## config.mk

```make
export PLATFORM = sky130hd
export DESIGN_NAME = inmp441_mic_i2s_receiver
export DESIGN_NICKNAME = d
export VERILOG_FILES = /design/src/source/mic_meter_pkg.sv /design/src/source/inmp441_mic_i2s_receiver.sv
export SDC_FILE = /design/constraint.sdc
export NUM_CORES = 1
export LEC_CHECK = 0
export BUFFER_PORTS_ARGS = -buffer_cell sky130_fd_sc_hd__buf_2
export CORE_MARGIN = 2
export CORE_UTILIZATION = 46
export CTS_BUF_LIST = sky130_fd_sc_hd__clkbuf_4 sky130_fd_sc_hd__clkbuf_8 sky130_fd_sc_hd__clkbuf_16
export DETAILED_ROUTE_END_ITERATION = 10
export PLACE_DENSITY = 0.74
export SETUP_SLACK_MARGIN = 0.4
export SLEW_MARGIN = 0
export SYNTH_ARGS = -nofsm -noshare
export SYNTH_HDL_FRONTEND = slang
export SYNTH_SLANG_ARGS = --single-unit
```

## constraint.sdc

```tcl
create_clock -name clk -period 3.46 [get_ports clk]
set_clock_uncertainty 0.2 [all_clocks]
set_input_delay 0.692 -clock clk [delete_from_list [all_inputs] [get_ports clk]]
set_output_delay 0.692 -clock clk [all_outputs]
set_load 0.005 [all_outputs]
```

## src/source/mic_meter_pkg.sv

```systemverilog
`default_nettype none

package mic_meter_pkg;

    localparam int w_sample = 24;
    localparam int w_mag    = 23;
    localparam int n_digit  = 8;
    localparam int n_led    = 8;
    localparam int n_key    = 8;

    typedef logic signed [w_sample - 1:0] sample_t;
    typedef logic        [w_mag    - 1:0] mag_t;
    typedef logic        [           7:0] seg_t;     // abcdefgh, a is the MSB

    localparam logic [7:0] cmd_write_auto = 8'h40;   // Data write, auto increment
    localparam logic [7:0] cmd_read_keys  = 8'h42;
    localparam logic [7:0] cmd_addr_0     = 8'hC0;
    localparam logic [7:0] cmd_display_on = 8'h8F;   // Display on, full brightness

    function automatic seg_t hex_to_seg (input logic [3:0] value);
        case (value)
            4'h0:    return 8'hFC;
            4'h1:    return 8'h60;
            4'h2:    return 8'hDA;
            4'h3:    return 8'hF2;
            4'h4:    return 8'h66;
            4'h5:    return 8'hB6;
            4'h6:    return 8'hBE;
            4'h7:    return 8'hE0;
            4'h8:    return 8'hFE;
            4'h9:    return 8'hF6;
            4'hA:    return 8'hEE;
            4'hB:    return 8'h3E;   // Lower case b
            4'hC:    return 8'h9C;
            4'hD:    return 8'h7A;   // Lower case d
            4'hE:    return 8'h9E;
            default: return 8'h8E;
        endcase
    endfunction

endpackage

`default_nettype wire
```

## src/source/inmp441_mic_i2s_receiver.sv

```systemverilog
`default_nettype none

module inmp441_mic_i2s_receiver
    import mic_meter_pkg::*;
#(
    parameter int sck_half = 10
)
(
    input  wire     clk,
    input  wire     rst,
    output logic    sck,
    output logic    ws,
    output logic    lr,
    input  wire     sd,
    output sample_t sample,
    output logic    sample_valid
);

    localparam int w_div = sck_half > 1 ? $clog2 (sck_half) : 1;

    logic [w_div    - 1:0] div_cnt;
    logic                  sck_toggle;
    logic                  sck_rise;
    logic                  sck_fall;
    logic [           5:0] bit_cnt;      // sck period within the 64-period frame
    logic                  capture;
    logic [w_sample - 1:0] shift_reg;

    assign sck_toggle = div_cnt == w_div'(sck_half - 1);
    assign sck_rise   = sck_toggle & ~ sck;
    assign sck_fall   = sck_toggle &   sck;

    always_ff @ (posedge clk)
        if (rst)
        begin
            div_cnt <= '0;
            sck     <= 1'b0;
        end
        else if (sck_toggle)
        begin
            div_cnt <= '0;
            sck     <= ~ sck;
        end
        else
        begin
            div_cnt <= div_cnt + 1'b1;
        end

    // ws and the frame position move on the falling edge of sck
    always_ff @ (posedge clk)
        if (rst)
            bit_cnt <= '0;
        else if (sck_fall)
            bit_cnt <= bit_cnt + 1'b1;

    assign ws = bit_cnt [5];    // Low for the left half
    assign lr = 1'b0;           // Microphone answers on the left channel

    // MSB sits on the second rising edge after ws falls, LSB on the 25th
    assign capture = sck_rise & ~ ws
                   & (bit_cnt >= 6'd1) & (bit_cnt <= 6'(w_sample));

    always_ff @ (posedge clk)
        if (capture)
            shift_reg <= { shift_reg [w_sample - 2:0], sd };

    always_ff @ (posedge clk)
        if (rst)
            sample_valid <= 1'b0;
        else
            sample_valid <= capture & (bit_cnt == 6'(w_sample));   // Last bit in

    assign sample = shift_reg;  // Stable until the next frame's MSB

endmodule

`default_nettype wire

```

; Word-level counts from Yosys, hierarchy flattened
; Index checks and enable logic that the tools add are counted.
[totals]
latch_bits = 0
input_bits = 3
ram_bits = 0
ff_bits = 36
n_memories = 0
romBits = 0
word_cells = 20
[op_classes]
n_lt_le_gt_ge = 2
div_mod_pow = 0
n_reduce_logical = 1
n_shift = 0
add_sub_neg = 2
n_eq_ne = 2
muxes = 0
bitwise_logic = 8
multipliers = 0
[op_table]
columns = op, count
row1 = $add A6 B1 Y6 const B, 1
row2 = $and A1 B1 Y1, 6
row3 = $eq A6 B5 Y1 const B, 1
row4 = $ge A6 B1 Y1 const B, 1
row5 = $le A6 B5 Y1 const B, 1
row6 = $add A4 B1 Y4 const B, 1
row7 = $eq A4 B4 Y1 const B, 1
row8 = $not A1 Y1, 2
row9 = $reduce_or A2 Y1, 1

; Longest topological paths before layout
; Gate-level depths: netlist of the first run.
[depth]
ltp_word = 6
ltp_mapped = 6
ltp_nobuf = 5

; Worst setup path before layout of the first run
; OpenSTA, ideal clock, no wires.
[synth_path]
path_kind = flip-flop to flip-flop
start = register div_cnt[0]
end = register shift_reg[0], in the netlist sample[0], enable pin
stages_incl_launch_ff = 6
arrival_time_ns = 2.980
slack_ns = -0.170
path_cell_list = dfxtp_1 -> ha_1 -> and3b_1 -> clkbuf_1 -> nand2_1 -> a311oi_1
[synth_via]
elab_chain_len = 5
[synth_lines]
columns = item, line
row1 = from (decl), inmp441_mic_i2s_receiver.sv:21  ; logic [w_div - 1:0] div_cnt;
row2 = from (signal assigned), inmp441_mic_i2s_receiver.sv:46  ; div_cnt <= div_cnt + 1'b1;
row3 = $eq A4 B4 Y1, inmp441_mic_i2s_receiver.sv:29  ; assign sck_toggle = div_cnt == w_div'(sck_half - 1);
row4 = $and A1 B1 Y1, inmp441_mic_i2s_receiver.sv:30  ; assign sck_rise = sck_toggle & ~ sck;
row5 = $and A1 B1 Y1, inmp441_mic_i2s_receiver.sv:60  ; assign capture = sck_rise & ~ ws
row6 = $and A1 B1 Y1 (2 in a row), inmp441_mic_i2s_receiver.sv:61  ; & (bit_cnt >= 6'd1) & (bit_cnt <= 6'(w_sample));
row7 = via capture, inmp441_mic_i2s_receiver.sv:26  ; logic capture;
row8 = to (signal assigned), inmp441_mic_i2s_receiver.sv:65  ; shift_reg <= { shift_reg [w_sample - 2:0], sd };
row9 = to (decl), inmp441_mic_i2s_receiver.sv:27  ; logic [w_sample - 1:0] shift_reg;
; The timed path passes the listed nets, and every way through them passes these cells.
; A chain may end at the register's enable or synchronous reset.

; Final worst setup path of the first run
[layout_path]
start = register div_cnt[0]
end = register shift_reg[7], in the netlist sample[7], enable pin
; The elaborated chain is that of the path after synthesis.

==> results.toml, run 1 <==
[worst_setup_path]
cp.arrival_ps = 2020
r2r_slack_ps = 1260
r2r_end = "sample[7]$_DFFE_PP_"
path_max_fanout = 24
cp.required_ps = 3280
cp-start-kind = "register"
worstSetupPathType = "register to register"
reg2reg_from = "div_cnt[0]$_SDFF_PP0_"
worst_setup_path_end_kind = "register"
ff2ff_path_depth = 5

[min_path]
min_to = "sample[9]$_DFFE_PP_"
hold_class = "register to register"
min_delay_path_depth = 0
worstHoldStart = "sample[8]$_DFFE_PP_"

[yosys]
ys_warn_count = 0
async_reset_ff_share_pct = 0
synth-edff-count = 24
yosys_most_used_dff = "edfxtp_1"
synth.avg_cell_area_sq_um = 14.5
ys_seq_area_share_pct = 71.9
syn-num-nets = 101
ys_seq_elements = 36
netlist_area_sq_um = 1340
synth_cells = 92
ys_types = 27

[outcome]
status = "complete, no violations"

[clocking]
cts_resized = 0
cts.reportedPaths.clkPinSlew_ps = 110
holdBufCountCts = 0
numCtsBuffers = 5
cts.sinks = 36
clk_latency_ps = 330
cts.htree.levels = 2
post-cts-setup-buffers = 0
cts_tree = "done"
root_buffer = "clkbuf_4"
cts_max_path_buffers = 2

[detailed_routing]
viasPerCell = 5.26
vias = 831
drt_first_pass_iters = 4
wirelength_um = 2220
drt_iter0_drc = 8
ant_nets = 0
route.detailed.drc = 0
wl_per_cell_um = 14.1

[grt]
track_usage_pct = 14.4
grt_pass1_vias = 742
antenna_found_initial = 0
grt_max_degree = 25
overflow = 0
grt_pass1_wl_um = 3510

[floorplanning]
dieArea_sq_um = 3350
core-area_sq_um = 2760
row_count = 19
ios = 31
initial_utilization_pct = 48.5
dieHeight_um = 57.9
die_w_um = 57.9

[run]
cap_viol_max_count = 0

[pwr]
irDropWorstVdd_mv = 0.447
leakage_nw = 0.615
p_per_area_nw_per_um2 = 433

[placed_design]
hpwl_um = 1620
gp_congestion = 0.733
place.port_buffers = 29

[sta]
setup_viol = 0
fin_crit_sh_pct = 63.7
hold_viol = 0
rsz0062_at_grt = "no"
tns_ps = 0
finalCriticalPeriod_ps = 2200
hold-worst-slack_ps = 253
slew_violations = 0
fmax_ghz = 0.454

[final_layout]
insertedDiodeCount = 0
area_delta_synth_final_pct = 18.6
nNetsFinal = 135
drive_above_1_share_pct = 31.5
-- how the worst max path moves through the flow --
stage                                     start              endpoint  slack (ps)  cells past startpoint
final                     div_cnt[0]$_SDFF_PP0_   sample[7]$_DFFE_PP_        1260                      5
after global routing      div_cnt[0]$_SDFF_PP0_   sample[5]$_DFFE_PP_        1120                      5
after CTS                 div_cnt[0]$_SDFF_PP0_   sample[7]$_DFFE_PP_        1240                      5
after detailed placement  div_cnt[0]$_SDFF_PP0_  sample[11]$_DFFE_PP_        1250                      5
after global placement    div_cnt[0]$_SDFF_PP0_  sample[12]$_DFFE_PP_        1330                      5
after floorplan           div_cnt[0]$_SDFF_PP0_   sample[0]$_DFFE_PP_         650                      5
-- critical path, stage by stage, from the launching register on --
cell	delay (ps)
dfxtp_1	400
ha_1	260
and3b_1	290
nand2_1	130
a311oi_4	270
buf_4	340
-- synthesized netlist by cell type, types with 2 or more instances --
| cell | instances | area, sq um |
|---|---|---|
| or3_1 | 2 | 12.5 |
| nand3_1 | 2 | 10.0 |
| nand2b_1 | 3 | 18.8 |
| dfxtp_1 | 12 | 240 |
| edfxtp_1 | 24 | 721 |
| nor4_1 | 2 | 12.5 |
| or4_1 | 2 | 15.0 |
| nand2_1 | 5 | 18.8 |
| nor2_1 | 3 | 11.3 |
| ha_1 | 6 | 75.1 |
| nor3_1 | 2 | 10.0 |
| inv_1 | 3 | 11.3 |
| o21ai_0 | 3 | 15.0 |
| o31ai_1 | 2 | 15.0 |
| a21oi_1 | 7 | 35.0 |
| xnor2_1 | 2 | 17.5 |
| and3b_1 | 2 | 17.5 |
-- logic make-up (layout without fill, tap and decap cells) --
family | after synthesis | after routing | synth area share, %
XOR/XNOR | 2 | 2 | 1.31
buffers and inverters | 7 | 42 | 2.34
flip-flops | 36 | 36 | 71.9
AND/OR/NAND/NOR | 26 | 26 | 12.5
adder cells (fa/ha/maj) | 6 | 6 | 5.62
AO/OA/AOI/OAI | 14 | 14 | 6.09
other | 1 | 1 | 0.281
-- metal layers --
layer / part of all wire [%] / global-route usage [%] / vias up
met1: 40 / 16.6 / 399
met4: 0.95 / 4.98 / 0
li1: - / - / 410
met2: 53 / 24.7 / 20
met5: 0 / 0 / -
met3: 5.6 / 5.36 / 2
-- registers in the layout (all words and copies together) (netlist names) --
signal,flops
sample,24
bit_cnt,6
div_cnt,4
sample_valid,1
sck,1
-- stage by stage --
stage	util [%]	setup WS (ps)	instances	total power, mW	instance area (sq um)
final	57.5	1260	158	0.686	1590
after global routing	57.5	1120	158	0.712	1590
after CTS	57.5	1240	158	0.698	1590
after detailed placement	55.4	1250	150	0.481	1530
after global placement	55.4	1330	150	0.480	1530
after floorplan	-	648	92	0.478	1340
-- layout make-up --
type                            instances  area, sq um
Fill cell                             232         1170
Inverter                                4         15.0
Multi-Input combinational cell         49          362
Timing Repair Buffer                   30          153
Clock inverter                          3         18.8
Sequential cell                        36          961
Tap cell                               31         38.8
Clock buffer                            5         37.5
-- power by group --
part	switching [mW]	internal (mW)
logic	0.00650	0.00545
registers	0.00329	0.456
clock network	0.137	0.0780
total	0.147	0.539
-- cell usage in the layout, fill, tap and decap left out, types with 3 or more instances in the layout --
| master | instances |
|---|---|
| nand2_1 | 5 |
| nand2b_1 | 3 |
| edfxtp_1 | 24 |
| inv_1 | 3 |
| ha_1 | 6 |
| a21oi_1 | 7 |
| dfxtp_1 | 12 |
| clkbuf_4 | 5 |
| nor2_1 | 3 |
| buf_2 | 29 |
| o21ai_0 | 3 |
(Power assumes the default switching activity.)
==> run 2, diff against run 1 <==
- ABC_AREA: default -> 1
- CORE_UTILIZATION: 46 -> 52
- PLACE_DENSITY: 0.74 -> 0.78
- clock period: 3.46 -> 2.07 ns (I/O delays scaled with it)
==> results.toml, run 2 <==
[worst_setup_path]
path_max_fanout = 6
worstSetupPathType = "register to register"
cp.required_ps = 1950
r2r_slack_ps = 320
worst_setup_path_end_kind = "register"
cp-start-kind = "register"
ff2ff_path_depth = 8
cp.arrival_ps = 1630

[final_layout]
largest_reg_flops = 24
insertedDiodeCount = 0
final_cell_mix = "buf_2, edfxtp_1, nand2_1"
nNetsFinal = 166
drive_above_1_share_pct = 48.7
fillers = 148
final_common_cell = "buf_2"
post-route-util_pct = 76.3
area_delta_synth_final_pct = 38.9

[grt]
track_usage_pct = 17.9
grt_pass1_wl_um = 4040
grt_max_degree = 13
antenna_found_initial = 0
grt_pass1_vias = 865
overflow = 0

[sta]
fin_crit_sh_pct = 84.7
tns_ps = 0
hold_viol = 0
rsz0062_at_grt = "yes"
slew_violations = 0
setup_viol = 0
finalCriticalPeriod_ps = 1750
fmax_ghz = 0.570
setup_ws_ps = 316
hold-worst-slack_ps = 33.1

[placed_design]
dp_slack_ps = 278
hpwl_um = 1580
gp_congestion = 0.855
place.port_buffers = 29

[detailed_routing]
route.detailed.drc = 0
ant_nets = 0
vias = 963
wirelength_um = 2810
top_layer = "met4"
drt_iter0_drc = 37
drt_first_pass_iters = 4
wl_met2_um = 1370
wl_per_cell_um = 15.0
wl_met3_um = 225
met1_length_um = 1160
viasPerCell = 5.12

[pwr]
comb_power_share_pct = 3.1
p_int_mw = 1.03
p_seq_share_pct = 59.4
pwr-share-clk_pct = 37.5
irDropWorstVdd_mv = 0.628
leakage_nw = 0.756
p_per_area_nw_per_um2 = 675
swShare_pct = 19.9
power.switching_mw = 0.256

[clocking]
root_buffer = "clkbuf_4"
cts.reportedPaths.clkPinSlew_ps = 100
cts.htree.levels = 2
numCtsBuffers = 5
cts_max_path_buffers = 2
holdBufCountCts = 0
cts.sinks = 36
cts_tree = "done"
clk_latency_ps = 340

[yosys]
ys_types = 20
synth.top_cells.by_count = "edfxtp_1, nand2_1, dfxtp_1"
ys_seq_elements = 36
syn-num-nets = 115
yosys_most_used_dff = "edfxtp_1"
netlist_area_sq_um = 1370
netlist_top_cells_area = "edfxtp_1, dfxtp_1, ha_1"
synth.avg_cell_area_sq_um = 12.9
yosysMostFrequentCell = "edfxtp_1"
ys_warn_count = 0
netlist.area_leader.share_pct = 52.5
async_reset_ff_share_pct = 0
synth_cells = 106
synth_top_cell_by_area = "edfxtp_1"
synth-edff-count = 24
ys_seq_area_share_pct = 70.0

[floorplanning]
die_w_um = 55.4
row_count = 18
initial_utilization_pct = 54.9
ios = 31
dieArea_sq_um = 3070
core-area_sq_um = 2500
dieHeight_um = 55.4

[min_path]
min_delay_path_depth = 2
hold_class = "input port to register"

[run]
cap_viol_max_count = 0

[outcome]
status = "complete, no violations"
-- run 2: path summary, 6_finish.rpt --
check | startpoint | endpoint
hold reg to reg | sample[8]$_DFFE_PP_ | sample[9]$_DFFE_PP_
setup reg to reg | bit_cnt[0]$_SDFFE_PP0P_ | sample[2]$_DFFE_PP_
setup / recovery | bit_cnt[0]$_SDFFE_PP0P_ | sample[2]$_DFFE_PP_
hold / removal | rst | bit_cnt[4]$_SDFFE_PP0P_
-- run 2: per-stage QoR --
stage	power (mW)	area [sq um]	std cells
detailed placement	0.812	1590	164
global route	1.34	1910	188
finish	1.29	1910	188
global placement	0.810	1590	164
CTS	1.30	1790	182
floorplan	0.807	1400	106
-- run 2: worst max-delay path, cell delays in order, from the launching register on --
cell and delay (ps):
dfxtp_4 380, inv_4 40, buf_4 130, ha_1 210, nand3_2 70, inv_2 60
nor2_4 130, buf_6 140, clkbuf_16 140
-- run 2: power by group through the flow --
stage	Combinational, mW	Clock [mW]	Sequential [mW]
after global placement	0.0258	0	0.784
after global routing	0.0451	0.527	0.765
after CTS	0.0359	0.495	0.766
final	0.0395	0.483	0.765
after floorplan	0.0232	0	0.783
after detailed placement	0.0279	0	0.784
-- run 2: layout make-up --
cell class | count | area [sq um] | area share [%]
clock buffers | 5 | 37.5 | 1.97
clock inverters | 3 | 42.5 | 2.23
inverters | 11 | 46.3 | 2.43
multi-input cells | 57 | 415 | 21.8
flip-flops and latches | 36 | 971 | 50.9
well taps | 30 | 37.5 | 1.97
repair buffers | 46 | 357 | 18.7
-- run 2: repair_timing --
item	in CTS	in global routing
setup endpoints to repair	24	24
gates cloned	1	2
pin swaps	3	4
resized for setup	8	11
buffers inserted	9	4
-- run 2: metal layers --
metal  track usage [%]  vias to the layer above
li1                  -                      468
met1              21.3                      443
met2              27.4                       42
met3              9.37                       10
met4              6.97                        0
met5                 0                        -
-- run 2: cells by family after synthesis --
group,count (synthesis),synth area share [%]
compound gates,10,3.92
xor+xnor,1,0.638
fa+ha+maj,6,5.47
buf+inv,13,4.10
flops,36,70.0
other cells,1,0.273
simple gates,39,15.6
