===== config.mk =====
export PLATFORM = sky130hd
export DESIGN_NAME = level_meter_flat
export DESIGN_NICKNAME = d
export VERILOG_FILES = /design/src/source/mic_meter_pkg.sv /design/src/source/display_if.sv /design/src/source/level_meter.sv /design/src/flat_wrapper.sv
export SDC_FILE = /design/constraint.sdc
export NUM_CORES = 1
export LEC_CHECK = 0
export BUFFER_PORTS_ARGS = -buffer_cell sky130_fd_sc_hd__clkbuf_2
export CAP_MARGIN = 20
export CORE_MARGIN = 2
export CORE_UTILIZATION = 31
export CTS_BUF_LIST = sky130_fd_sc_hd__clkbuf_4 sky130_fd_sc_hd__clkbuf_8 sky130_fd_sc_hd__clkbuf_16
export CTS_CLUSTER_SIZE = 40
export DETAILED_ROUTE_END_ITERATION = 8
export GPL_TIMING_DRIVEN = 0
export PLACE_DENSITY_LB_ADDON = 0.3
export SYNTH_ARGS = -nofsm -noshare
export SYNTH_HDL_FRONTEND = slang
export SYNTH_SLANG_ARGS = --single-unit

===== constraint.sdc =====
create_clock -name clk -period 4.9 [get_ports clk]
set_input_delay 0.735 -clock clk [delete_from_list [all_inputs] [get_ports clk]]
set_output_delay 0.735 -clock clk [all_outputs]
set_load 0.005 [all_outputs]

===== src/source/mic_meter_pkg.sv =====
`default_nettype none

package mic_meter_pkg;

    localparam int w_sample = 24;
    localparam int w_mag    = 23;
    localparam int n_digit  = 8;
    localparam int n_led    = 8;
    localparam int n_key    = 8;

    typedef logic signed [w_sample - 1:0] sample_t;
    typedef logic        [w_mag    - 1:0] mag_t;
    typedef logic        [           7:0] seg_t;     // abcdefgh, a is the MSB

    localparam logic [7:0] cmd_write_auto = 8'h40;   // Data write, auto increment
    localparam logic [7:0] cmd_read_keys  = 8'h42;
    localparam logic [7:0] cmd_addr_0     = 8'hC0;
    localparam logic [7:0] cmd_display_on = 8'h8F;   // Display on, full brightness

    function automatic seg_t hex_to_seg (input logic [3:0] value);
        case (value)
            4'h0:    return 8'hFC;
            4'h1:    return 8'h60;
            4'h2:    return 8'hDA;
            4'h3:    return 8'hF2;
            4'h4:    return 8'h66;
            4'h5:    return 8'hB6;
            4'h6:    return 8'hBE;
            4'h7:    return 8'hE0;
            4'h8:    return 8'hFE;
            4'h9:    return 8'hF6;
            4'hA:    return 8'hEE;
            4'hB:    return 8'h3E;   // Lower case b
            4'hC:    return 8'h9C;
            4'hD:    return 8'h7A;   // Lower case d
            4'hE:    return 8'h9E;
            default: return 8'h8E;
        endcase
    endfunction

endpackage

`default_nettype wire

===== src/source/display_if.sv =====
`default_nettype none

// Display contents go out to the panel, key state comes back
interface display_if
    import mic_meter_pkg::*;
();

    seg_t [n_digit - 1:0] digits;       // Digit 0 is the rightmost
    logic [n_led   - 1:0] leds;
    logic [n_key   - 1:0] keys;
    logic                 keys_valid;   // One cycle per panel frame

    modport meter
    (
        output digits,
        output leds,
        input  keys,
        input  keys_valid
    );

    modport panel
    (
        input  digits,
        input  leds,
        output keys,
        output keys_valid
    );

endinterface

`default_nettype wire


===== src/source/level_meter.sv =====
`default_nettype none

module level_meter
    import mic_meter_pkg::*;
(
    input  wire          clk,
    input  wire          rst,
    input  wire sample_t sample,
    input  wire          sample_valid,
    display_if.meter     disp
);

    localparam int n_hex   = 6;     // Digits that carry the value
    localparam int bar_min = 14;    // Leading one at this bit gives an empty bar

    logic [w_sample  - 1:0] abs_value;
    mag_t                   mag_new;
    mag_t                   mag_q;
    mag_t                   peak_q;
    mag_t                   peak_base;
    mag_t                   shown;
    logic                   mode_live;
    logic [n_key     - 1:0] keys_prev;
    logic [n_key     - 1:0] key_rise;
    logic [4 * n_hex - 1:0] shown_hex;
    int                     lead;
    int                     bar_len;

    assign abs_value = sample [w_sample - 1] ? w_sample'(- sample) : sample;
    assign mag_new   = abs_value [w_sample - 1] ? '1 : abs_value [w_mag - 1:0];  // -2^23 saturates

    assign key_rise  = disp.keys_valid ? (disp.keys & ~ keys_prev) : '0;
    assign peak_base = key_rise [0] ? '0 : peak_q;     // Key 0 clears

    always_ff @ (posedge clk)
        if (rst)
        begin
            mag_q     <= '0;
            peak_q    <= '0;
            mode_live <= 1'b0;
            keys_prev <= '0;
        end
        else
        begin
            if (disp.keys_valid)
                keys_prev <= disp.keys;

            if (key_rise [1])
                mode_live <= ~ mode_live;

            if (sample_valid)
                mag_q <= mag_new;

            if (sample_valid && mag_new > peak_base)
                peak_q <= mag_new;
            else
                peak_q <= peak_base;
        end

    assign shown = mode_live ? mag_q : peak_q;

    always_comb
    begin
        shown_hex = (4 * n_hex)'(shown);

        for (int i = 0; i < n_hex; i ++)
            disp.digits [i] = hex_to_seg (shown_hex [4 * i +: 4]);

        disp.digits [6] = '0;       // Blank gap
        disp.digits [7] = hex_to_seg (mode_live ? 4'h1 : 4'hE);
    end

    // Bar length follows the position of the leading one
    always_comb
    begin
        lead = -1;

        for (int i = 0; i < w_mag; i ++)
            if (shown [i])
                lead = i;

        bar_len = lead - bar_min;

        if (bar_len < 0)
            bar_len = 0;
        else if (bar_len > n_led)
            bar_len = n_led;

        for (int j = 0; j < n_led; j ++)
            disp.leds [j] = j < bar_len;
    end

endmodule

`default_nettype wire


===== src/flat_wrapper.sv =====
// flat-port wrapper written by rule: the top's interface ports become plain ports
module level_meter_flat import mic_meter_pkg::*;
  (clk, rst, sample, sample_valid, disp_digits, disp_leds, disp_keys, disp_keys_valid);
  display_if disp_i ();
  input  wire clk;
  input  wire rst;
  input  wire sample_t sample;
  input  wire sample_valid;
  output wire logic [$bits(disp_i.digits)-1:0] disp_digits;
  output wire logic [$bits(disp_i.leds)-1:0] disp_leds;
  input wire logic [$bits(disp_i.keys)-1:0] disp_keys;
  input wire logic [$bits(disp_i.keys_valid)-1:0] disp_keys_valid;
  assign disp_digits = disp_i.digits;
  assign disp_leds = disp_i.leds;
  assign disp_i.keys = disp_keys;
  assign disp_i.keys_valid = disp_keys_valid;
  level_meter u_core (.clk(clk), .rst(rst), .sample(sample), .sample_valid(sample_valid), .disp(disp_i));
endmodule

Word level (Yosys, flattened, before mapping) --
Memory sizes are Yosys's and may differ from the RTL's. Cells that the tools add are included.
Word-level totals: bits in registers 49, memory bits (read-only) 728, input port bits 36, output and inout port bits 72, word-level logic and storage cells 60, memories 7
Operators by class: add/sub/neg operators 2, magnitude comparators 11, multiplexer cells 32, bitwise operators 3, reduce and logical (&&, ||, !) cells 1
Memory list:
- (name not given) | depth 16, width 7, read ports 1, clocked after memory_dff 0, write ports 0, RTL line mic_meter_pkg.sv:21 | case (value)
- (name not given) | depth 16, width 7, read ports 1, clocked after memory_dff 0, write ports 0, RTL line mic_meter_pkg.sv:21
- (name not given) | depth 16, width 7, read ports 1, clocked after memory_dff 0, write ports 0, RTL line mic_meter_pkg.sv:21
- (name not given) | depth 16, width 7, read ports 1, clocked after memory_dff 0, write ports 0, RTL line mic_meter_pkg.sv:21
- (name not given) | depth 16, width 7, read ports 1, clocked after memory_dff 0, write ports 0, RTL line mic_meter_pkg.sv:21
- (name not given) | depth 16, width 7, read ports 1, clocked after memory_dff 0, write ports 0, RTL line mic_meter_pkg.sv:21
- 1 more memories
Operators by type and width (number):
- 32-bit 2-to-1 mux | 25
- 4-bit by 32-bit < comparator with 1-bit output (first input constant) | 4
- 23-bit 2-to-1 mux | 4
- 3-bit by 32-bit < comparator with 1-bit output (first input constant) | 2
- 32-bit by 5-bit > comparator with 1-bit output (second input constant) | 1
- 1-bit by 32-bit < comparator with 1-bit output (first input constant) | 1
- 2-bit by 32-bit < comparator with 1-bit output (first input constant) | 1
- 32-bit by 1-bit < comparator with 1-bit output (second input constant) | 1
- 32-bit by 5-bit subtractor with 32-bit output (second input constant) | 1
- 24-bit 2-to-1 mux | 1
- 24-bit negation | 1
- 23-bit > comparator | 1
- 4-bit 2-to-1 mux | 1
- 2-bit bitwise AND | 1
- 2-bit 2-to-1 mux | 1
- 2-bit NOT | 1
- 1-bit logical AND | 1
- 1-bit NOT | 1

Logic depth before layout (Yosys ltp) --
Gate-level depths: netlist of run 1.
depth after elaboration 29, gate-level depth with buffers 21, depth with buffers taken out 16

Least setup slack after synthesis of run 1 --
No wires, ideal clock.
path type register to output, start point reg u_core.mode_live, end point out disp_leds[0], data arrival time 4.027 ns, data required time 4.165 ns, setup slack 0.138 ns, stages on the path, launching flop included 21, buffers on the path 5, path through dfxtp_1 buf_2 buf_2 buf_2 buf_2 buf_2 mux2i_1 ha_1 inv_1 a21oi_1 o21bai_1 o2bb2ai_1 inv_1 ha_1 inv_1 o21ai_0 ha_1 nand4_1 nor3b_1 o2111ai_1 o41a_1
On the way: cells in the longest elaborated chain, start to end 29, elaborated cells on any way between the ends 30, those cells by class add/sub: 1; order compare: 3; mux: 26
Ends and longest elaborated chain:
- start, declared | RTL line level_meter.sv:22 | logic mode_live;
- start signal, assigned | RTL line level_meter.sv:49 | mode_live <= ~ mode_live;
- 23-bit 2-to-1 mux (*) | RTL line level_meter.sv:60 | assign shown = mode_live ? mag_q : peak_q;
- 32-bit 2-to-1 mux (22 in a row) | RTL line level_meter.sv:79 | if (shown [i])
- 32-bit 2-to-1 mux (*) | RTL line level_meter.sv:79
- 32-bit by 5-bit subtractor with 32-bit output (*) | RTL line level_meter.sv:82 | bar_len = lead - bar_min;
- 32-bit by 5-bit > comparator with 1-bit output | RTL line level_meter.sv:86 | else if (bar_len > n_led)
- 32-bit 2-to-1 mux | RTL line level_meter.sv:86
- 32-bit 2-to-1 mux (*) | RTL line level_meter.sv:84 | if (bar_len < 0)
- 1-bit by 32-bit < comparator with 1-bit output (*) | RTL line level_meter.sv:90 | disp.leds [j] = j < bar_len;
- end, declared | RTL line flat_wrapper.sv:10 | output wire logic [$bits(disp_i.leds)-1:0] disp_leds;
Every way passes the cells marked *; elsewhere a longest branch is shown, timed or not.

Worst setup path in the final report of run 1 --
Same ends and word-level chain as after synthesis.

==> metrics.cfg, run 1 <==
[synth]
async_flop_share_pct = 0
yosys_register_bits = 49
yosysUniqueCellTypes = 66
synth_edf_count = 0
synthCells = 742
syn_area_sq_um = 5520
yosysWarnings = 0
avgSynthCellArea_sq_um = 7.44
synth_seq_area_share_pct = 17.8
synth_ff_type = dfxtp_1

[sta]
clock.fmax_mhz = 211
rsz0062_at_grt = no
relSlewSlack_pct = 45.8
worst_slew_pin_slew_ns = 0.790
timing.final.crit_share_pct = 96.9
whs_ns = 0.494
final_hold_viol_count = 0
drv_slew = 0
setup_viol = 0
period_minus_slack_ns = 4.75
setup_slack_ns = 0.150
skew_ns = 0.00631

[place]
port-buffer-count = 86
dp_hpwl_mm = 13.1
place_worst_setup_slack_ns = -1.04
gp_congestion = 0.944

[worst_hold_path]
hp-class = register to register
holdCritStartpoint = u_core.keys_prev[1]

[detailed_routing]
top_layer = met4
wl_met3_um = 811
drt_iter0_drc = 424
viasPerCell = 5.18
ant_nets = 0
met1_length_mm = 8.45
vias = 5606
dr.pass1.iters = 5
wl_mm = 16.2
wl_per_cell_um = 14.9
wl_met2_mm = 6.56
drc = 0

[global_route]
grt-ovfl-total = 0
grt_pass1_vias = 5057
grtUsageTotal_pct = 17.0
antenna_found_initial = 0
grt_max_degree = 19
grt_pass1_wl_mm = 26.0

[clocking]
ctsHoldBuffers = 0
clockBufferDepth = 2
clkLatencyLatePin_ns = 0.29
cts_root_buffer = clkbuf_16
cts_buffers = 5
cts_tree = yes
path_clk_slew_ns = 0.07
cts.sinks = 49
htreeDepth = 2

[floorplanning]
num_io_pins = 108
die_h_um = 137
num_rows = 48
die_w_um = 137
initial_core_util_pct = 31.8
dieArea_sq_um = 18900
core_area_sq_um = 17400

[final_layout]
antenna_cells = 0
final_core_util_pct = 38.5
final_layout_size_suffix_gt1_share_pct = 22.6
final_nets = 966
area_delta_synth_final_pct = 21.2
final_cell_mix = nand2_1, clkbuf_2, nor2_1

[worst_setup_path]
crit_arrival_ns = 4.01
startpoint = u_core.mode_live
r2r-start = u_core.keys_prev[0]
worstSetupPathType = register to primary output
startpoint_type = register
r2r_slack_ns = 1.09
endpoint_kind = primary output
critPathMaxFanout = 10
critical_path_required_ns = 4.16

[power]
switching_share_pct = 42.3
ir_drop_uv = 133
p_seq_share_pct = 26.5
p_leak_nw = 2.91
switchingPower_uw = 764
power_frac_comb_pct = 53.0
p_per_area_nw_per_um2 = 270
clkPwrFrac_pct = 20.5
power.internal_mw = 1.04

[status]
status = finished clean

[job]
maxCapViolations = 0

-- metal layers --
layer	track usage (%)	up-vias
met5	0	-
met4	4.87	0
met3	1.03	24
met2	25.7	174
met1	25.7	2519
li1	-	2889
-- critical path: stages, from the launching register on --
cell and delay (ns):
dfxtp_4 0.36, buf_6 0.13, buf_8 0.14, clkbuf_2 0.21, nor3_1 0.28, a21oi_2 0.11, nor3_2 0.38, and4_1 0.33
nand3_1 0.31, ha_1 0.45, nor4_4 0.29, o2111ai_2 0.21, o41a_1 0.40, clkbuf_2 0.11
-- cell type report --
type | instances | area, sq um
timing repair buffer | 94 | 490
sequential | 49 | 985
clock inverter | 3 | 28.8
multi-input combinational | 612 | 4270
clock buffer | 5 | 125
fill | 1844 | 10700
tap | 225 | 282
inverter | 43 | 161
buffer | 51 | 347
-- Yosys cell counts (4+ instances only) --
library cell  instances  share of area [%]
nor3b_1               4               0.54
nand4_1               5               0.57
clkbuf_1             15                1.0
buf_1                 4               0.27
dfxtp_1              49                 18
o2111ai_1             4               0.63
a31o_2               15                2.4
inv_1                43                2.9
o21ai_0              42                3.8
nand2_1              91                6.2
buf_4                23                3.1
o21a_1                5               0.68
mux2i_1              34                6.2
xnor2_1               8                1.3
a211oi_1             23                3.1
a21oi_1              34                3.1
o31ai_1              13                1.8
a22oi_1               9                1.2
ha_1                 74                 17
nor4_1                5               0.57
nand3b_1              4               0.54
a21boi_0              4               0.54
nand2b_1              7               0.79
nor3_1               34                3.1
a32oi_1               4               0.63
a31oi_1               8               0.91
buf_2                 9               0.82
or3_1                 5               0.57
nor2_1               86                5.8
nand3_1              13                1.2
mux2_2               10                2.0
-- cell families after synthesis --
family          Yosys count  synth area share, %
simple gates            274                 22.9
compound gates          192                 23.5
buf+inv                  95                 8.37
fa+ha+maj                74                 16.8
flops                    49                 17.8
mux                      46                 8.82
xor+xnor                 11                 1.75
other cells               1               0.0679
-- sequential cells by signal (all words and copies together), names as in the netlist --
signal            flops
u_core.peak_q        23
u_core.mode_live      1
u_core.keys_prev      2
u_core.mag_q         23
-- final timing paths --
path / to / depth (start not counted)
setup / recovery: disp_leds[0] / 13
setup reg to reg: u_core.peak_q[18] / 13
hold reg to reg: u_core.keys_prev[1] / 2
hold / removal: u_core.keys_prev[1] / 2
-- per-stage QoR --
stage	TNS [ns]	std cells	power [mW]	area, sq um
2_1_floorplan	0	756	1.06	5570
3_3_place_gp	-17.39	1067	1.34	6280
3_5_place_dp	-18.68	1067	1.35	6280
4_1_cts	0	1078	1.76	6600
5_1_grt	0	1082	1.94	6690
6_report	0	1082	1.80	6690
-- what timing repair did --
item,in CTS,in global routing
pin swaps,4,5
resized for setup,33,21
buffers inserted,3,5
endpoints found under the setup margin,31,31
-- power by group through the flow --
stage | sequential (mW) | clock, mW | combinational [mW]
after CTS | 0.476 | 0.374 | 0.913
after global routing | 0.482 | 0.388 | 1.07
after floorplan | 0.465 | 0 | 0.597
after detailed placement | 0.484 | 0 | 0.870
after global placement | 0.483 | 0 | 0.859
final | 0.479 | 0.370 | 0.956
(Power assumes the default switching activity.)
==> run 2: changes to the inputs <==
ABC_AREA = 1   (was unset)
==> run 2 against run 1 <==
Against the previous run: critical path depth grew 11; via count fell by 1.4%; largest power group unchanged; clock power down 6.2%; utilization shrank 0.77 points.
==> metrics.cfg, run 2 <==
[synth]
synth.largest_area_cell = dfxtp_1
synthTopCellsByArea = dfxtp_1, ha_1, nand2_1, o21ai_0, inv_1
synth.top_cell.area_share_pct = 18.2  ; +0.39 points
yosys.cell_count.top_type = nand2_1
yosysWarnings = 0  ; unchanged
yosysUniqueCellTypes = 48  ; -27%
syn_area_sq_um = 5400  ; -2.2%
yosys-top-cells-count = nand2_1, inv_1, nor2_1, o21ai_0, a21oi_1
async_flop_share_pct = 0  ; unchanged
synth_seq_area_share_pct = 18.2  ; +0.39 points
avgSynthCellArea_sq_um = 6.31  ; -15%
synth_edf_count = 0  ; unchanged
synthCells = 856  ; +15%
synth_ff_type = dfxtp_1
yosys_register_bits = 49  ; unchanged

[global_route]
grt-ovfl-total = 0  ; unchanged
busiest_layer = met2
antenna_found_initial = 0  ; unchanged
grtUsageMet1_pct = 23.3  ; -2.4 points
grt_max_degree = 16  ; -3
grt_pass1_vias = 4941  ; -2.3%
grt_pass1_wl_mm = 24.0  ; -7.5%
grtUsageTotal_pct = 15.8  ; -1.2 points
grt_util_met3_pct = 1.04  ; +0.014 points
met2_usage_pct = 25.7  ; about the same

[detailed_routing]
drt_iter0_drc = 291  ; -31%
drc = 0  ; unchanged
vias = 5526  ; -1.4%
wl_mm = 14.7  ; -8.9%
wl_per_cell_um = 12.3  ; -18%
dr.pass1.iters = 4  ; -1
ant_nets = 0  ; unchanged
viasPerCell = 4.61  ; -11%

[floorplanning]
core_area_sq_um = 17200  ; -1.0%
dieArea_sq_um = 18500  ; -2.1%
die_h_um = 136  ; -1.1%
num_io_pins = 108  ; unchanged
die_w_um = 136  ; -1.1%
initial_core_util_pct = 31.4  ; -0.36 points
num_rows = 48  ; unchanged

[place]
port-buffer-count = 84  ; -2.3%
gp_congestion = 0.838  ; -11%
dp_cells = 1179  ; +10%
dp_hpwl_mm = 12.1  ; -8.0%

[sta]
drv_slew = 0  ; unchanged
timing.final.crit_share_pct = 93.4  ; -3.5 points
clock.fmax_mhz = 219  ; +3.8%
skew_ns = 0.00890  ; +0.00259 ns
rsz0062_at_grt = yes
period_minus_slack_ns = 4.58  ; -0.174 ns
relSlewSlack_pct = 56.5  ; +11 points
final_hold_viol_count = 0  ; unchanged
worst_slew_pin_slew_ns = 0.653  ; -0.137 ns
setup_viol = 0  ; unchanged

[final_layout]
final_nets = 1082  ; +12%
fin_cells = 1198  ; +11%
final_core_util_pct = 37.8  ; -0.77 points
antenna_cells = 0  ; unchanged
fill_cells = 1930  ; +4.7%
final_common_cell = nand2_1
reg.largest.list = u_core.mag_q (23), u_core.peak_q (23), u_core.keys_prev (2)
final_layout_size_suffix_gt1_share_pct = 20.2  ; -2.4 points
area_delta_synth_final_pct = 20.1
final_cell_mix = nand2_1, inv_1, clkbuf_2

[clocking]
cts_root_buffer = clkbuf_16
cts.sinks = 49  ; unchanged
cts_tree = yes
path_clk_slew_ns = 0.06  ; about the same
cts_buffers = 5  ; unchanged
htreeDepth = 2  ; unchanged
clockBufferDepth = 2  ; unchanged
clkLatencyLatePin_ns = 0.29  ; about the same
ctsHoldBuffers = 0  ; unchanged

[worst_setup_path]
endpoint_kind = primary output
critical_path_required_ns = 4.16  ; about the same
startpoint_type = register
crit_arrival_ns = 3.84  ; -0.17 ns
worstSetupPathType = register to primary output
critPathMaxFanout = 9  ; -1

[power]
switching_share_pct = 44.4  ; +2.0 points
power_frac_comb_pct = 57.4  ; +4.4 points
power.internal_mw = 1.06  ; +2.3%
switchingPower_uw = 849  ; +11%
p_seq_share_pct = 24.5  ; -2.0 points
ir_drop_uv = 141  ; +6.1%
p_per_area_nw_per_um2 = 295  ; +9.4%
p_leak_nw = 3.32  ; +14%
clkPwrFrac_pct = 18.1  ; -2.4 points

[status]
status = finished clean

[job]
maxCapViolations = 0  ; unchanged

[worst_hold_path]
hp-class = register to register

run 2: layout make-up:
class                   instances  area [sq um]  area share (%)
inverters                     118           443            6.83
flip-flops and latches         49           985            15.2
clock buffers                   6           133            2.05
clock inverters                 2          15.0           0.232
plain buffers                  44           283            4.36
multi-input cells             657          3830            59.1
repair buffers                 97           515            7.95
well taps                     225           282            4.34
run 2: repair_timing:
item	CTS	global route
endpoints found under the setup margin	8	31
buffers inserted	2	11
gates cloned	0	0
resized for setup	8	29
pin swaps	0	6
run 2: per-stage QoR:
stage / setup TNS, ns / hold WS [ns] / total power [mW] / setup slack [ns] / instance area (sq um)
finish: 0 / 0.462 / 1.91 / 0.324 / 6480
global route: -0.0193 / 0.495 / 2.10 / -0.0193 / 6480
CTS: 0 / 0.466 / 1.88 / 0.0341 / 6330
detailed placement: -2.75 / 0.457 / 1.52 / -0.358 / 6150
global placement: -2.32 / 0.449 / 1.51 / -0.350 / 6150
floorplan: 0 / 0.439 / 1.19 / 0.567 / 5450
run 2: cell families (layout without fill, tap and decap cells):
family,Yosys count,in the layout,share of synthesized area [%]
AOI/OAI and AO/OA,200,200,20.6
DFF,49,49,18.2
and+or+nand+nor,356,356,28.4
adders and majority gates,74,74,17.1
xor gates and xnor gates,12,12,1.95
buffers and inverters,164,267,13.7
other,1,15,0.0694
run 2: final timing paths:
kind                       start             endpoint  slack (ns)  depth (start not counted)
max             u_core.mode_live         disp_leds[6]        0.32                         24
min          u_core.keys_prev[1]  u_core.keys_prev[1]        0.46                          2
max reg2reg  u_core.keys_prev[0]    u_core.peak_q[19]        1.83                         15
min reg2reg  u_core.keys_prev[1]  u_core.keys_prev[1]        0.46                          2
run 2: power by group through the flow:
stage	clock (mW)	sequential, mW	combinational (mW)
after floorplan	0	0.466	0.725
after global placement	0	0.473	1.04
after detailed placement	0	0.474	1.05
after CTS	0.356	0.466	1.05
after global routing	0.370	0.472	1.26
final	0.347	0.468	1.10
run 2: metal layers:
layer | vias to the layer above | wire length, um
met5 | - | 0
met4 | 0 | 59
met3 | 2 | 738
met2 | 124 | 6410
met1 | 2434 | 7520
li1 | 2966 | -
run 2: critical path, cell delays in order, from the launching register on:
cell and delay (ns):
dfxtp_4 0.38, buf_12 0.15, buf_4 0.18, o21ai_4 0.31, inv_2 0.12, nor2_4 0.15
nand2_1 0.11, nor2_4 0.14, o21a_2 0.19, nand2_1 0.07, nor2_2 0.12, nand2_4 0.08
nand2_2 0.07, ha_1 0.22, nor2_1 0.10, nand2_1 0.06, or3_4 0.36, nor2_4 0.08
nand3_1 0.08, nand2_1 0.07, nand2_1 0.07, nor2_4 0.16, nand4_1 0.10, nand2_1 0.07
clkbuf_2 0.11
==> run 3: changes to the inputs <==
CORE_UTILIZATION = 45   (was 31)
==> run 3 against run 2 <==
Against the previous run: via count increased by 0.52%; clock skew shrank 0.0066 ns; critical path type unchanged; sequential share of layout area fell by 0.19 points; sequential power is essentially flat; clock-buffer cell count unchanged; die area shrank 30%; global-route usage up 4.8 points; critical endpoint is now disp_leds[4]; critical path depth increased by 9; worst setup slack lost 0.079 ns; first-iteration DRC count grew 23%; combinational power hardly changed; worst hold slack got worse by 0.0041 ns.
==> metrics.cfg, run 3 (same netlist as run 2, synthesis figures left out) <==
[worst_setup_path]
r2r_cells = 15  ; unchanged
critPathMaxFanout = 7  ; -2
endpoint_kind = primary output
crit_arrival_ns = 3.92  ; +0.08 ns
cpMaxStageDelayCell = or3_4
critical_path_required_ns = 4.16  ; about the same
worstSetupPathType = register to primary output
r2r-start = u_core.keys_prev[0]
crit_path_frequent_cell = nand2_1
startpoint_type = register
reg2reg_to = u_core.peak_q[17]
slowest_delay_ns = 0.40  ; +0.02 ns
r2r_slack_ns = 1.85  ; +0.02 ns

[global_route]
grt_pass1_wl_mm = 22.1  ; -8.1%
antenna_found_initial = 0  ; unchanged
grtUsageTotal_pct = 20.6  ; +4.8 points
grt_max_degree = 15  ; -1
grt-ovfl-total = 0  ; unchanged
grt_pass1_vias = 4780  ; -3.3%

[detailed_routing]
wl_per_cell_um = 12.0  ; -2.4%
viasPerCell = 4.92  ; +6.8%
wl_mm = 13.5  ; -8.1%
wl_met2_mm = 6.21  ; -3.1%
met1_length_mm = 6.66  ; -11%
vias = 5555  ; +0.52%
drc = 0  ; unchanged
top_layer = met4
drt_iter0_drc = 357  ; +23%
ant_nets = 0  ; unchanged
wl_met3_um = 502  ; -32%
dr.pass1.iters = 5  ; +1

[floorplanning]
dieArea_sq_um = 12900  ; -30%
die_h_um = 114  ; -17%
num_io_pins = 108  ; unchanged
die_w_um = 114  ; -17%
initial_core_util_pct = 45.5  ; +14 points
num_rows = 40  ; -17%
core_area_sq_um = 11900  ; -31%

[final_layout]
fill_cells = 1202  ; -38%
multi_input_area_sq_um = 3910  ; +2.2%
fin_cells = 1128  ; -5.8%
area_delta_synth_final_pct = 21.6
final_cell_mix = nand2_1, inv_1, clkbuf_2
reg.largest.list = u_core.mag_q (23), u_core.peak_q (23), u_core.keys_prev (2)
final_layout_size_suffix_gt1_share_pct = 22.1  ; +1.9 points
antenna_cells = 0  ; unchanged
final_core_util_pct = 55.4  ; +18 points
final_nets = 1090  ; +0.74%
register_area_sq_um = 985  ; unchanged
final_common_cell = nand2_1

[power]
p_per_area_nw_per_um2 = 295  ; about the same
ir_drop_uv = 136  ; -3.7%
power.total_mw = 1.94  ; +1.2%
p_leak_nw = 3.39  ; +2.0%

[sta]
setup_slack_ns = 0.245  ; -0.0787 ns
relSlewSlack_pct = 58.1  ; +1.6 points
timing.final.crit_share_pct = 95.0  ; +1.6 points
setup_viol = 0  ; unchanged
period_minus_slack_ns = 4.65  ; +0.0787 ns
worst_slew_pin_slew_ns = 0.629  ; -0.0245 ns
skew_ns = 0.00229  ; -0.00662 ns
setup-tns-final_ns = 0  ; unchanged
final_hold_viol_count = 0  ; unchanged
drv_slew = 0  ; unchanged
rsz0062_at_grt = yes
clock.fmax_mhz = 215  ; -1.7%

[clocking]
clockBufferDepth = 2  ; unchanged
htreeDepth = 2  ; unchanged
clkLatencyLatePin_ns = 0.29  ; about the same
cts_tree = yes
path_clk_slew_ns = 0.06  ; about the same
cts_root_buffer = clkbuf_16
cts_buffers = 5  ; unchanged
cts.sinks = 49  ; unchanged
ctsHoldBuffers = 0  ; unchanged

[worst_hold_path]
hold_path_depth = 2  ; unchanged
holdCritStartpoint = u_core.keys_prev[1]
holdPathEnd = u_core.keys_prev[1]
hp-class = register to register

[status]
status = finished clean

[place]
dp_cells = 1101  ; -6.6%
place_worst_setup_slack_ns = -0.115  ; +0.243 ns
gp_congestion = 0.866  ; +3.4%
port-buffer-count = 84  ; unchanged
dp_hpwl_mm = 10.8  ; -10%

[job]
maxCapViolations = 0  ; unchanged

[run 3: critical path, delay by kind of cell, from the launching register on]
kind / cells / cell delay [ns]
AO/OA/AOI/OAI: 2 / 0.19
adder cells (fa/ha/maj): 3 / 0.60
buffers and inverters: 5 / 0.53
flip-flops: 1 / 0.35
AND/OR/NAND/NOR: 23 / 1.96
[run 3: metal layers]
layer,GRT usage (%),vias to the layer above
met2,35.2,125
met3,1.12,9
li1,-,2989
met4,4.80,0
met1,28.8,2432
met5,0,-
[run 3: power breakdown]
group          internal [mW]  switching [mW]
clock                  0.193           0.144
combinational          0.462           0.668
sequential             0.440          0.0293
total                   1.10           0.842
[run 3: worst max-delay path by stage]
| stage | depth (start not counted) | slack [ns] | to | start |
|---|---|---|---|---|
| 5_1_grt | 25 | -0.04 | disp_leds[6] | u_core.mode_live |
| 2_1_floorplan | 31 | 0.57 | disp_leds[0] | u_core.mode_live |
| 4_1_cts | 33 | 0.02 | disp_leds[4] | u_core.mode_live |
| 6_report | 33 | 0.25 | disp_leds[4] | u_core.mode_live |
| 3_5_place_dp | 32 | -0.11 | disp_leds[4] | u_core.mode_live |
| 3_3_place_gp | 32 | -0.07 | disp_leds[4] | u_core.mode_live |
[run 3: final cells by class]
type                    count  share of cell area [%]
well taps                 147                    2.80
multi-input cells         657                    59.6
plain buffers              46                    4.84
inverters                 118                    6.75
clock inverters             2                   0.152
repair buffers            103                    8.84
flip-flops and latches     49                    15.0
clock buffers               6                    2.02
[run 3: metrics by stage]
stage / hold slack, ns / area [sq um]
floorplan: 0.439 / 5450
global placement: 0.448 / 6060
detailed placement: 0.452 / 6060
CTS: 0.462 / 6240
global route: 0.496 / 6570
finish: 0.458 / 6570
[run 3: repair_timing]
item | CTS | global route
pin swaps | 0 | 21
resized for setup | 9 | 52
cloned | 0 | 1
setup buffers | 2 | 16
endpoints found under the setup margin | 8 | 31
